==> config.mk <==
export PLATFORM = sky130hd
export DESIGN_NAME = ingress_decode
export DESIGN_NICKNAME = d
export VERILOG_FILES = /design/src/common/png_pkg.sv /design/src/rtl/ingress_decode.sv
export SDC_FILE = /design/constraint.sdc
export NUM_CORES = 1
export LEC_CHECK = 0
export BUFFER_PORTS_ARGS = -buffer_cell sky130_fd_sc_hd__buf_2
export CAP_MARGIN = 0
export CORE_ASPECT_RATIO = 1.1
export CORE_MARGIN = 3
export CORE_UTILIZATION = 40
export CTS_CLUSTER_DIAMETER = 120
export CTS_CLUSTER_SIZE = 14
export DETAILED_ROUTE_END_ITERATION = 6
export GPL_TIMING_DRIVEN = 0
export PLACE_DENSITY = 0.82
export SETUP_SLACK_MARGIN = 0.3
export SYNTH_ARGS = -nofsm -noshare
export SYNTH_HDL_FRONTEND = slang
export SYNTH_SLANG_ARGS = --single-unit
==> constraint.sdc <==
create_clock -name clk -period 2.9 [get_ports clk]
set_input_delay 0.29 -clock clk [delete_from_list [all_inputs] [get_ports clk]]
set_output_delay 0.29 -clock clk [all_outputs]
set_load 0.02 [all_outputs]
==> src/common/png_pkg.sv <==
package png_pkg;

    // Packet word and RAM port geometry
    localparam int WORD_W = 64;
    localparam int HALF_W = WORD_W / 2;    // One RAM port carries half a word
    localparam int KEEP_W = WORD_W / 8;    // One mask bit per byte
    localparam int INC_W  = 4;             // Holds 0..8 bytes per word

    // Buffer sizing
    localparam int ADDR_W    = 8;          // 256 half-words per buffer
    localparam int BUF_WORDS = 128;        // Two addresses per packet word
    localparam int WCNT_W    = 8;
    localparam int PLEN_W    = 16;         // Byte length of one packet

    localparam int NUM_BUFS  = 3;          // Ping, pang and pong
    localparam int BUF_IDX_W = 2;

    // Optional pipeline registers around each buffer RAM
    localparam int PNG_BUF_IN  = 0;
    localparam int PNG_BUF_OUT = 1;
    localparam int RD_LAT      = 1 + PNG_BUF_IN + PNG_BUF_OUT;  // Read to data, in cycles

    // Egress flow control
    localparam int CREDIT_MAX = 8;
    localparam int CREDIT_W   = 4;

    localparam int DROP_W = 16;

    // Life cycle of one buffer
    typedef enum logic [1:0] {
        BUF_FREE,                          // Available for a new packet
        BUF_FILL,                          // Packet being written
        BUF_READY,                         // Complete, waiting in the ready queue
        BUF_DRAIN                          // Being read out
    } buf_state_e;

    // Egress sequencer
    typedef enum logic [1:0] {
        EG_IDLE,
        EG_READ,
        EG_CLEAR
    } egress_state_e;

endpackage

==> src/rtl/ingress_decode.sv <==
`timescale 1ns/1ps

// Decode stage, frames snooper words and forms the buffer write
// Every output follows its input word by one cycle
module ingress_decode
    import png_pkg::*;
(
    input  logic              clk,
    input  logic              rst,
    input  logic              in_valid_i,
    input  logic              in_last_i,
    input  logic [WORD_W-1:0] in_data_i,
    input  logic [KEEP_W-1:0] in_keep_i,
    output logic              wr_en_o,
    output logic              pkt_start_o,
    output logic              pkt_end_o,
    output logic [ADDR_W-1:0] wr_addr_o,
    output logic [WORD_W-1:0] wr_data_o,
    output logic [INC_W-1:0]  byte_inc_o
);

    logic              in_pkt;           // A packet has started and not yet ended
    logic [WCNT_W-1:0] wcnt;             // Index of the next word, saturates at capacity
    logic              first;
    logic [WCNT_W-1:0] widx;             // Index of the current word
    logic              fits;

    assign first = !in_pkt;
    assign widx  = first ? '0 : wcnt;
    assign fits  = (widx < WCNT_W'(BUF_WORDS));    // Overflow words are not stored

    always_ff @(posedge clk) begin
        if (!rst) begin
            in_pkt      <= 1'b0;
            wcnt        <= '0;
            wr_en_o     <= 1'b0;
            pkt_start_o <= 1'b0;
            pkt_end_o   <= 1'b0;
        end else begin
            wr_en_o     <= in_valid_i && fits;
            pkt_start_o <= in_valid_i && first;
            pkt_end_o   <= in_valid_i && in_last_i;   // Sent even for a truncated word
            if (in_valid_i) begin
                in_pkt <= !in_last_i;
                if (fits) wcnt <= widx + 1'b1;
                else      wcnt <= widx;               // Hold at capacity
            end
        end
    end

    // Payload side, no reset
    always_ff @(posedge clk) begin
        wr_addr_o  <= {widx[ADDR_W-2:0], 1'b0};      // Two half-words per word
        wr_data_o  <= in_data_i;
        byte_inc_o <= INC_W'($countones(in_keep_i));
    end

    // Partial masks belong only to the end of a packet
    a_keep_last: assert property (@(posedge clk) disable iff (!rst)
        (in_valid_i && (in_keep_i != '1)) |-> in_last_i);

endmodule

==> results.toml <==
[run_status]
status = "complete, no violations"

[clock_network]
clock_sinks = 87
cts_hold_buf = 0
cts_tree = "done"
cts_buffers = 9
cts_resized = 0
clock_latency_ps = 340
htree_levels = 3
clock-root-buffer = "clkbuf_8"
cts_setup_buffers = 0
path_clk_slew_ps = 90
cts_buffer_depth = 2

[power_and_ir_drop]
powerDensity_nw_per_um2 = 693
p_leak_nw = 1.73
ir_drop_v = 0.000303

[final_layout]
num_antenna_cells = 0
utilization_pct = 61.3
fin_nets = 420
syn2layout_area_growth_pct = 44.7
layout-drive-gt1-share_pct = 52.2
final_cells = 416

[global_routing]
grt_pass1_vias = 1673
antenna_found_initial = 0
track_usage_pct = 15.7
grt_max_degree = 17
grt_pass1_wl_microns = 8020
grt-ovfl-total = 0

[setup_path]
slowest_stage = "fa_1"
cpLargestDelayFamily = "adder cells"
worst_setup_path_start_kind = "input port"
crit_chain = "buf_2, inv_1, fa_1, fa_1, fa_1, inv_1, ha_1, inv_1, fa_1, inv_1"
r2r_slack_ps = 1270
cp_num_buf_inv = 5
cp.arrival_ps = 2630
cp.required_ps = 3140
critPathCaptureType = "register"
crit_fanout = 2
critPathKind = "in -> reg"
crit_path_max_incr_delay_ps = 540
ff2ff_path_depth = 8
r2r-start = "in_pkt"
reg2reg_to = "wcnt[6]"

[logic_synthesis]
synth.avg_cell_area_sq_um = 13.5
ys_seq_area_share_pct = 74.8
ys_types = 31
synth_edf_count = 0
yosysWarnings = 0
synthTopCellsByArea = "dfxtp_1, fa_1, inv_1"
synth_top_cells_by_count = "dfxtp_1, inv_1, and2_1, nand2_1, nor2b_1"
synth_top_area_share_pct = 74.8
synth_top_area_cell = "dfxtp_1"
ys_seq_elements = 87
synth_ff_type = "dfxtp_1"
netlist_area_sq_um = 2330
synth_nets = 256
yosysMostFrequentCell = "dfxtp_1"
synthCells = 172
synth-async-reset-ratio_pct = 0

[drt]
wl_per_cell_microns = 12.9
drc = 0
wl_microns = 5350
ant_nets = 0
viasPerCell = 4.12
dr.pass1.iters = 4
vias = 1713
dr.first_iter.drc_count = 38

[floorplanning]
die_h_microns = 86.0
std_cell_rows = 28
die-area_sq_um = 6770
core_sq_um = 5500
die_x_microns = 78.7
initial_core_util_pct = 42.3
ios = 155

[placement]
dpl.hpwl_microns = 4280
io_buffers = 153
dp_cells = 400
pre_cts_ws_ps = 148
gp_congestion = 0.810

[worst_hold_path]
min_path_cells = 1
hold_start = "in_data_i[30]"
hold_class = "in -> reg"
hold_end = "wr_data_o[30]"

[timing]
timing.final.ws_setup_ps = 517
rsz0062_at_grt = "false"
setup_viol = 0
max_freq_mhz = 420
fin_crit_ps = 2380
timing_hold_violations_final = 0
finClkSkew_ps = 3.64
post-route-period-util_pct = 82.2
maxSlewViolCount = 0
fin_setup_tns_ps = 0

[job]
maxCapViolations = 0
[stage by stage]
step	cell area, sq um	total power, W	hold WS, ps
global placement	3190	0.00160	392
global route	3370	0.00245	11.8
CTS	3370	0.00237	17.1
finish	3370	0.00233	37.4
floorplan	2330	0.00148	318
detailed placement	3190	0.00161	394
[state kept, by name, summed over array words and instances, names as in the netlist]
| signal | flops |
|---|---|
| wr_data_o | 64 |
| pkt_start_o | 1 |
| wr_addr_o | 7 |
| wcnt | 8 |
| wr_en_o | 1 |
| byte_inc_o | 4 |
| in_pkt | 1 |
| pkt_end_o | 1 |
[power breakdown]
| group | switching (W) | total (W) | internal, W |
|---|---|---|---|
| clock | 0.000429 | 0.000754 | 0.000325 |
| sequential | 0.0000161 | 0.00128 | 0.00127 |
| combinational | 0.000178 | 0.000297 | 0.000119 |
[layout make-up]
type,count,area (sq um)
sequential,87,1740
clock inverter,6,53.8
inverter,16,60.1
tap,75,93.8
fill,460,2130
buffer,5,41.3
timing repair buffer,153,766
clock buffer,10,128
multi-input combinational,64,485
[kinds of logic after synthesis]
family | Yosys count | synth area share, %
buffers and inverters | 21 | 4.35
AND/OR/NAND/NOR | 38 | 10.2
flip-flops | 87 | 74.8
XOR/XNOR | 3 | 1.13
other | 1 | 0.161
AO/OA/AOI/OAI | 12 | 2.96
adder cells (fa/ha/maj) | 8 | 5.59
multiplexers | 2 | 0.860
[metal layers]
layer	track usage, %	vias to the layer above	share of wire [%]
met5	0	-	0
met4	9.06	0	1.6
met3	3.68	6	8.8
met2	29.7	79	55
met1	15.3	751	34
li1	-	877	-
[cells in the final DEF (no fill, tap or decap), drive strengths merged, types with 2 or more instances in the layout]
cell / Yosys / layout
buf: 4 / 157
dfxtp: 87 / 87
inv: 16 / 18
clkbuf: 1 / 11
and2: 9 / 9
nand2: 6 / 6
nor2b: 5 / 5
o21ai: 5 / 5
a21oi: 4 / 4
fa: 4 / 4
ha: 4 / 4
nand3: 4 / 4
nor2: 4 / 4
xnor2: 3 / 3
clkinv: 0 / 3
nand4b: 3 / 3
nand4: 2 / 2
mux2i: 2 / 2
and3: 2 / 2
nor3: 2 / 2
[worst max path at each step]
stage	startpoint	to	slack [ps]	cells past startpoint
detailed placement	in_keep_i[0]	byte_inc_o[2]	150	10
CTS	in_keep_i[0]	byte_inc_o[1]	520	10
global route	in_keep_i[0]	byte_inc_o[2]	430	10
finish	in_keep_i[0]	byte_inc_o[1]	520	10
global placement	in_keep_i[0]	byte_inc_o[1]	180	10
floorplan	in_keep_i[0]	byte_inc_o[2]	340	9
(Power assumes the default switching activity.)
