## src/common/png_pkg.sv

```systemverilog
package png_pkg;

    // Packet word and RAM port geometry
    localparam int WORD_W = 64;
    localparam int HALF_W = WORD_W / 2;    // One RAM port carries half a word
    localparam int KEEP_W = WORD_W / 8;    // One mask bit per byte
    localparam int INC_W  = 4;             // Holds 0..8 bytes per word

    // Buffer sizing
    localparam int ADDR_W    = 8;          // 256 half-words per buffer
    localparam int BUF_WORDS = 128;        // Two addresses per packet word
    localparam int WCNT_W    = 8;
    localparam int PLEN_W    = 16;         // Byte length of one packet

    localparam int NUM_BUFS  = 3;          // Ping, pang and pong
    localparam int BUF_IDX_W = 2;

    // Optional pipeline registers around each buffer RAM
    localparam int PNG_BUF_IN  = 0;
    localparam int PNG_BUF_OUT = 1;
    localparam int RD_LAT      = 1 + PNG_BUF_IN + PNG_BUF_OUT;  // Read to data, in cycles

    // Egress flow control
    localparam int CREDIT_MAX = 8;
    localparam int CREDIT_W   = 4;

    localparam int DROP_W = 16;

    // Life cycle of one buffer
    typedef enum logic [1:0] {
        BUF_FREE,                          // Available for a new packet
        BUF_FILL,                          // Packet being written
        BUF_READY,                         // Complete, waiting in the ready queue
        BUF_DRAIN                          // Being read out
    } buf_state_e;

    // Egress sequencer
    typedef enum logic [1:0] {
        EG_IDLE,
        EG_READ,
        EG_CLEAR
    } egress_state_e;

endpackage

```

## src/rtl/egress_result.sv

```systemverilog
`timescale 1ns/1ps

// Result stage, drains one granted buffer at a time toward the consumer
// Reads go out only while a credit is left over after the reads in flight
module egress_result
    import png_pkg::*;
(
    input  logic              clk,
    input  logic              rst,
    input  logic              grant_valid_i,
    input  logic              credit_i,
    input  logic [PLEN_W-1:0] grant_len_i,
    input  logic [WORD_W-1:0] rd_data_i,
    output logic              grant_take_o,
    output logic              rd_en_o,
    output logic              drain_done_o,
    output logic              out_valid_o,
    output logic              out_last_o,
    output logic [ADDR_W-1:0] rd_addr_o,
    output logic [WORD_W-1:0] out_data_o,
    output logic [KEEP_W-1:0] out_keep_o
);

    egress_state_e     state;
    logic [WCNT_W-1:0] rd_cnt;           // Next word to read
    logic [WCNT_W-1:0] last_idx;         // Index of the final word
    logic [KEEP_W-1:0] last_keep;        // Mask of the final word
    logic [CREDIT_W-1:0] credits;
    logic [CREDIT_W-1:0] inflight;       // Reads not yet out, output stage included
    logic [RD_LAT-1:0] vld_sr;           // One tap per cycle of read latency
    logic [RD_LAT-1:0] last_sr;
    logic [PLEN_W-1:0] len_m1;

    always_comb begin
        inflight = '0;
        for (int i = 0; i < RD_LAT; i++) inflight = inflight + CREDIT_W'(vld_sr[i]);
    end

    assign len_m1       = grant_len_i - 1'b1;
    assign grant_take_o = (state == EG_IDLE) && grant_valid_i;
    assign rd_en_o      = (state == EG_READ) && (credits > inflight);
    assign rd_addr_o    = {rd_cnt[ADDR_W-2:0], 1'b0};
    assign drain_done_o = (state == EG_CLEAR) && (inflight == '0);   // Final word has left

    always_ff @(posedge clk) begin
        if (!rst) begin
            state   <= EG_IDLE;
            rd_cnt  <= '0;
            credits <= '0;
            vld_sr  <= '0;
            last_sr <= '0;
        end else begin
            vld_sr  <= RD_LAT'({vld_sr, rd_en_o});
            last_sr <= RD_LAT'({last_sr, rd_en_o && (rd_cnt == last_idx)});
            credits <= credits + CREDIT_W'(credit_i) - CREDIT_W'(out_valid_o);
            case (state)
                EG_IDLE: if (grant_valid_i) begin
                    state  <= EG_READ;
                    rd_cnt <= '0;
                end
                EG_READ: if (rd_en_o) begin
                    rd_cnt <= rd_cnt + 1'b1;
                    if (rd_cnt == last_idx) state <= EG_CLEAR;
                end
                EG_CLEAR: if (drain_done_o) state <= EG_IDLE;
                default: state <= EG_IDLE;
            endcase
        end
    end

    // Word count and final mask from the granted length, empty packet gives one blank word
    always_ff @(posedge clk) begin
        if (grant_take_o) begin
            last_idx <= (grant_len_i == '0) ? '0 : WCNT_W'(len_m1 >> 3);
            if (grant_len_i == '0)           last_keep <= '0;
            else if (grant_len_i[2:0] == '0) last_keep <= '1;
            else                             last_keep <= ~(8'hff >> grant_len_i[2:0]);
        end
    end

    assign out_valid_o = vld_sr[RD_LAT-1];
    assign out_last_o  = last_sr[RD_LAT-1];
    assign out_data_o  = rd_data_i;                    // Arrives with the last tap
    assign out_keep_o  = out_last_o ? last_keep : '1;

    // Downstream must not return more credits than the stage can hold
    a_credit_max: assert property (@(posedge clk) disable iff (!rst)
        credits <= CREDIT_W'(CREDIT_MAX));

endmodule

```

## config.mk

```make
export PLATFORM = sky130hd
export DESIGN_NAME = egress_result
export DESIGN_NICKNAME = d
export VERILOG_FILES = /design/src/common/png_pkg.sv /design/src/rtl/egress_result.sv
export SDC_FILE = /design/constraint.sdc
export NUM_CORES = 1
export LEC_CHECK = 0
export BUFFER_PORTS_ARGS = -buffer_cell sky130_fd_sc_hd__buf_2
export CORE_MARGIN = 8
export CORE_UTILIZATION = 37
export CTS_CLUSTER_SIZE = 20
export DETAILED_ROUTE_END_ITERATION = 6
export PLACE_DENSITY_LB_ADDON = 0.2
export REMOVE_ABC_BUFFERS = 1
export SKIP_CTS_REPAIR_TIMING = 1
export SYNTH_ARGS = -nofsm -noshare
export SYNTH_HDL_FRONTEND = slang
export SYNTH_SLANG_ARGS = --single-unit
```

## constraint.sdc

```tcl
create_clock -name clk -period 1.9 [get_ports clk]
set_input_delay 0.095 -clock clk [delete_from_list [all_inputs] [get_ports clk]]
set_output_delay 0.095 -clock clk [all_outputs]
set_load 0.1 [all_outputs]
```

==> flow_summary.yaml <==
grt:
  grt_pass1_wl_um: 11500
  grt.total_usage_pct: 17.0
  grt_pass1_vias: 1611
  grt_max_degree: 18
  grt_use_met2_pct: 18.5
  grt_overflow_total: 0
  antenna_found_initial: 0
  grt_use_met3_pct: 21.5
  grt_use_met1_pct: 18.0
  busiest_layer: "met3"
critical_path:
  crit_fanout: 2
  rr_endpoint: "rd_cnt[4]"
  worstPathRequired_ps: 1800
  path_buf_inv: 3
  critPathKind: "register to output pin"
  cp_common_cell: "ha_4"
  r2r_start: "vld_sr[0]"
  startpoint_type: "register"
  cp_top_family: "adder cells"
  crit_chain: "inv_1 > ha_4 > ha_4 > and3_4 > a211oi_2 > buf_4 > buf_12"
  ff2ff_path_depth: 8
  slowest_stage: "dfxtp_2"
  arrival_ps: 1860
  end_kind: "output pin"
  slowest_delay_ps: 330
  regToRegSetupSlack_ps: -40
yosys:
  synth_seq_cells: 34
  synth_edf_count: 16
  yosysMostFrequentCell: "buf_4"
  synthFlopType: "dfxtp_1"
  yosys.area.top_type: "buf_4"
  ys_warn_count: 0
  synthesis.area_um2: 2420
  yosys.area_share.simple_pct: 15.9
  syn_avg_cell_area_um2: 9.15
  synth_top_area_share_pct: 22.6
  synth_top_family_by_area: "buffers and inverters"
  synth_cells: 265
  synth_xor_area_share_pct: 4.70
  synth_common_cells: "buf_4 (73), dfxtp_1 (18), inv_1 (18)"
  async_reset_ff_share_pct: 0
  synth_seq_area_share_pct: 34.7
  synth-compound-area-share_pct: 10.5
  synth_area_leaders: "buf_4 (23%), edfxtp_1 (20%), dfxtp_1 (15%)"
  synth_mux_area_share_pct: 0.826
  synth.distinct_cells: 42
  synth_fa_ha_area_share_pct: 7.02
routing:
  ant_nets: 0
  first_pass_iters: 4
  vias: 1639
  drt-total-wl_um: 8430
  drc_errors: 0
  viasPerCell: 5.04
  drt_iter0_markers: 58
  wl_per_cell_um: 25.9
power:
  power_switching_share_pct: 32.2
  switchingPower_w: 0.000699
  total_power_w: 0.00217
  power_frac_seq_pct: 39.6
  p_per_area_nw_per_um2: 887
  p_int_w: 0.00147
  p_leak_nw: 0.956
  ir_drop_uv: 388
  pwr-share-clk_pct: 24.4
  p_comb_share_pct: 36.0
place:
  gp_congestion: 0.775
  place_inst: 316
  io_buffers: 39
  dp_hpwl_um: 7250
sta:
  fin_ws_ps: -52.1
  finalHoldWorstSlack_ps: 103
  rsz0062_at_grt: "true"
  skew_ps: 7.00
  fmax_mhz: 512
  final_hold_viol_count: 0
  fin_crit_ps: 1950
  fin_crit_sh_pct: 103
  slew_viol_final: 0
  finalSetupViolations: 7
floorplanning:
  die-area_um2: 9400
  io_pins: 169
  core_um2: 6350
  die_x_um: 97.0
  die_y_um: 97.0
  rows: 29
  start_util_pct: 38.2
run_status:
  violations: "setup timing"
  status: "finished with violations"
final_layout:
  final_nets: 344
  fin_util_pct: 38.6
  multi_input_area_um2: 1030
  antenna_cells: 0
  fillerInstances: 642
  seqCellArea_um2: 843
  fin_cells: 325
  syn2layout_area_growth_pct: 1.03
  drive_above_1_share_pct: 30.2
min_path:
  whs_endpoint: "credits[0]"
  min_path_type: "input port to register"
  min_from: "rst"
  whs_path_depth: 2
clock_network:
  cts_tree: "built"
  htreeDepth: 2
  clock_latency_ps: 280
  clk_path_buf_depth: 2
  path_clk_slew_ps: 60
  cts_made_buffers: 5
  cts-root-buf: "clkbuf_8"
  cts.sinks: 34
run:
  cap_violations: 0
## layer usage
layer,vias to the layer above,share of wire (%),wire (um)
met5,-,1.6,136
li1,785,-,-
met1,720,40,3340
met2,117,33,2770
met4,4,1.7,144
met3,13,24,2050
## worst register-to-register path, cell delays in order, from the launching register on
cell and delay [ps]:
dfxtp_2 320, inv_1 100, ha_4 220, ha_4 150, nand2b_4 130, a221o_1 380
buf_6 160, a2111o_1 350, o21ai_1 70
## registers in the layout, indices dropped and copies added (netlist names)
signal,cells
vld_sr,2
last_keep,8
state,2
credits,4
last_idx,8
last_sr,2
rd_cnt,8
## power groups by stage
stage	Clock, W	Combinational (W)	Sequential (W)
final	0.000530	0.000782	0.000861
after global routing	0.000585	0.000871	0.000866
after CTS	0.000551	0.000694	0.000857
after detailed placement	0	0.000690	0.000873
after global placement	0	0.000684	0.000871
after floorplan	0	0.000436	0.000913
## cells by family after synthesis
group | Yosys count
buf+inv | 94
simple gates | 71
compound gates | 37
flops | 34
fa+ha+maj | 13
xor+xnor | 13
mux | 2
other cells | 1
## through the flow
step	setup slack (ps)	setup TNS, ps	cell area [um^2]
6_report	-52.1	-145	2450
4_1_cts	-284	-1240	2350
3_3_place_gp	-206	-632	2260
2_1_floorplan	-3040	-30140	1860
3_5_place_dp	-252	-888	2260
5_1_grt	-129	-818	2450
## worst max path at each step
stage	startpoint	end	slack [ps]	depth (start not counted)
4_1_cts	vld_sr[1]	rd_en_o	-280	8
5_1_grt	vld_sr[0]	rd_cnt[7]	-130	7
2_1_floorplan	vld_sr[1]	rd_cnt[6]	-3040	7
6_report	vld_sr[0]	rd_en_o	-50	7
3_3_place_gp	vld_sr[1]	rd_cnt[7]	-210	6
3_5_place_dp	vld_sr[1]	rd_cnt[7]	-250	6
## layout make-up
class	instances	share of cell area, %
Multi-Input combinational cell	137	42.2
Sequential cell	34	34.4
Inverter	18	2.76
Clock inverter	2	0.306
Timing Repair Buffer	51	13.0
Tap cell	77	3.93
Clock buffer	6	3.37
## placed cells by master (no fill, tap or decap), types with 2 or more instances in the layout
master,instances
or3_1,3
a21o_1,3
o21ai_1,2
mux2i_1,2
buf_4,11
nor2b_1,3
nand2_1,10
inv_1,16
nand2b_1,10
edfxtp_1,16
o21a_1,4
clkbuf_8,6
nand4_1,2
buf_2,37
nor3_1,6
o21ai_0,3
dfxtp_2,2
a211o_1,2
inv_2,2
xnor2_1,11
nand3_1,6
dfxtp_1,16
a31oi_1,2
a2111o_1,2
xor2_1,2
nor2_1,15
clkinv_1,2
and2_1,5
ha_4,3
ha_1,8
a21oi_1,10
buf_12,2
or3b_2,2
Power figures use the tool's default switching activity.
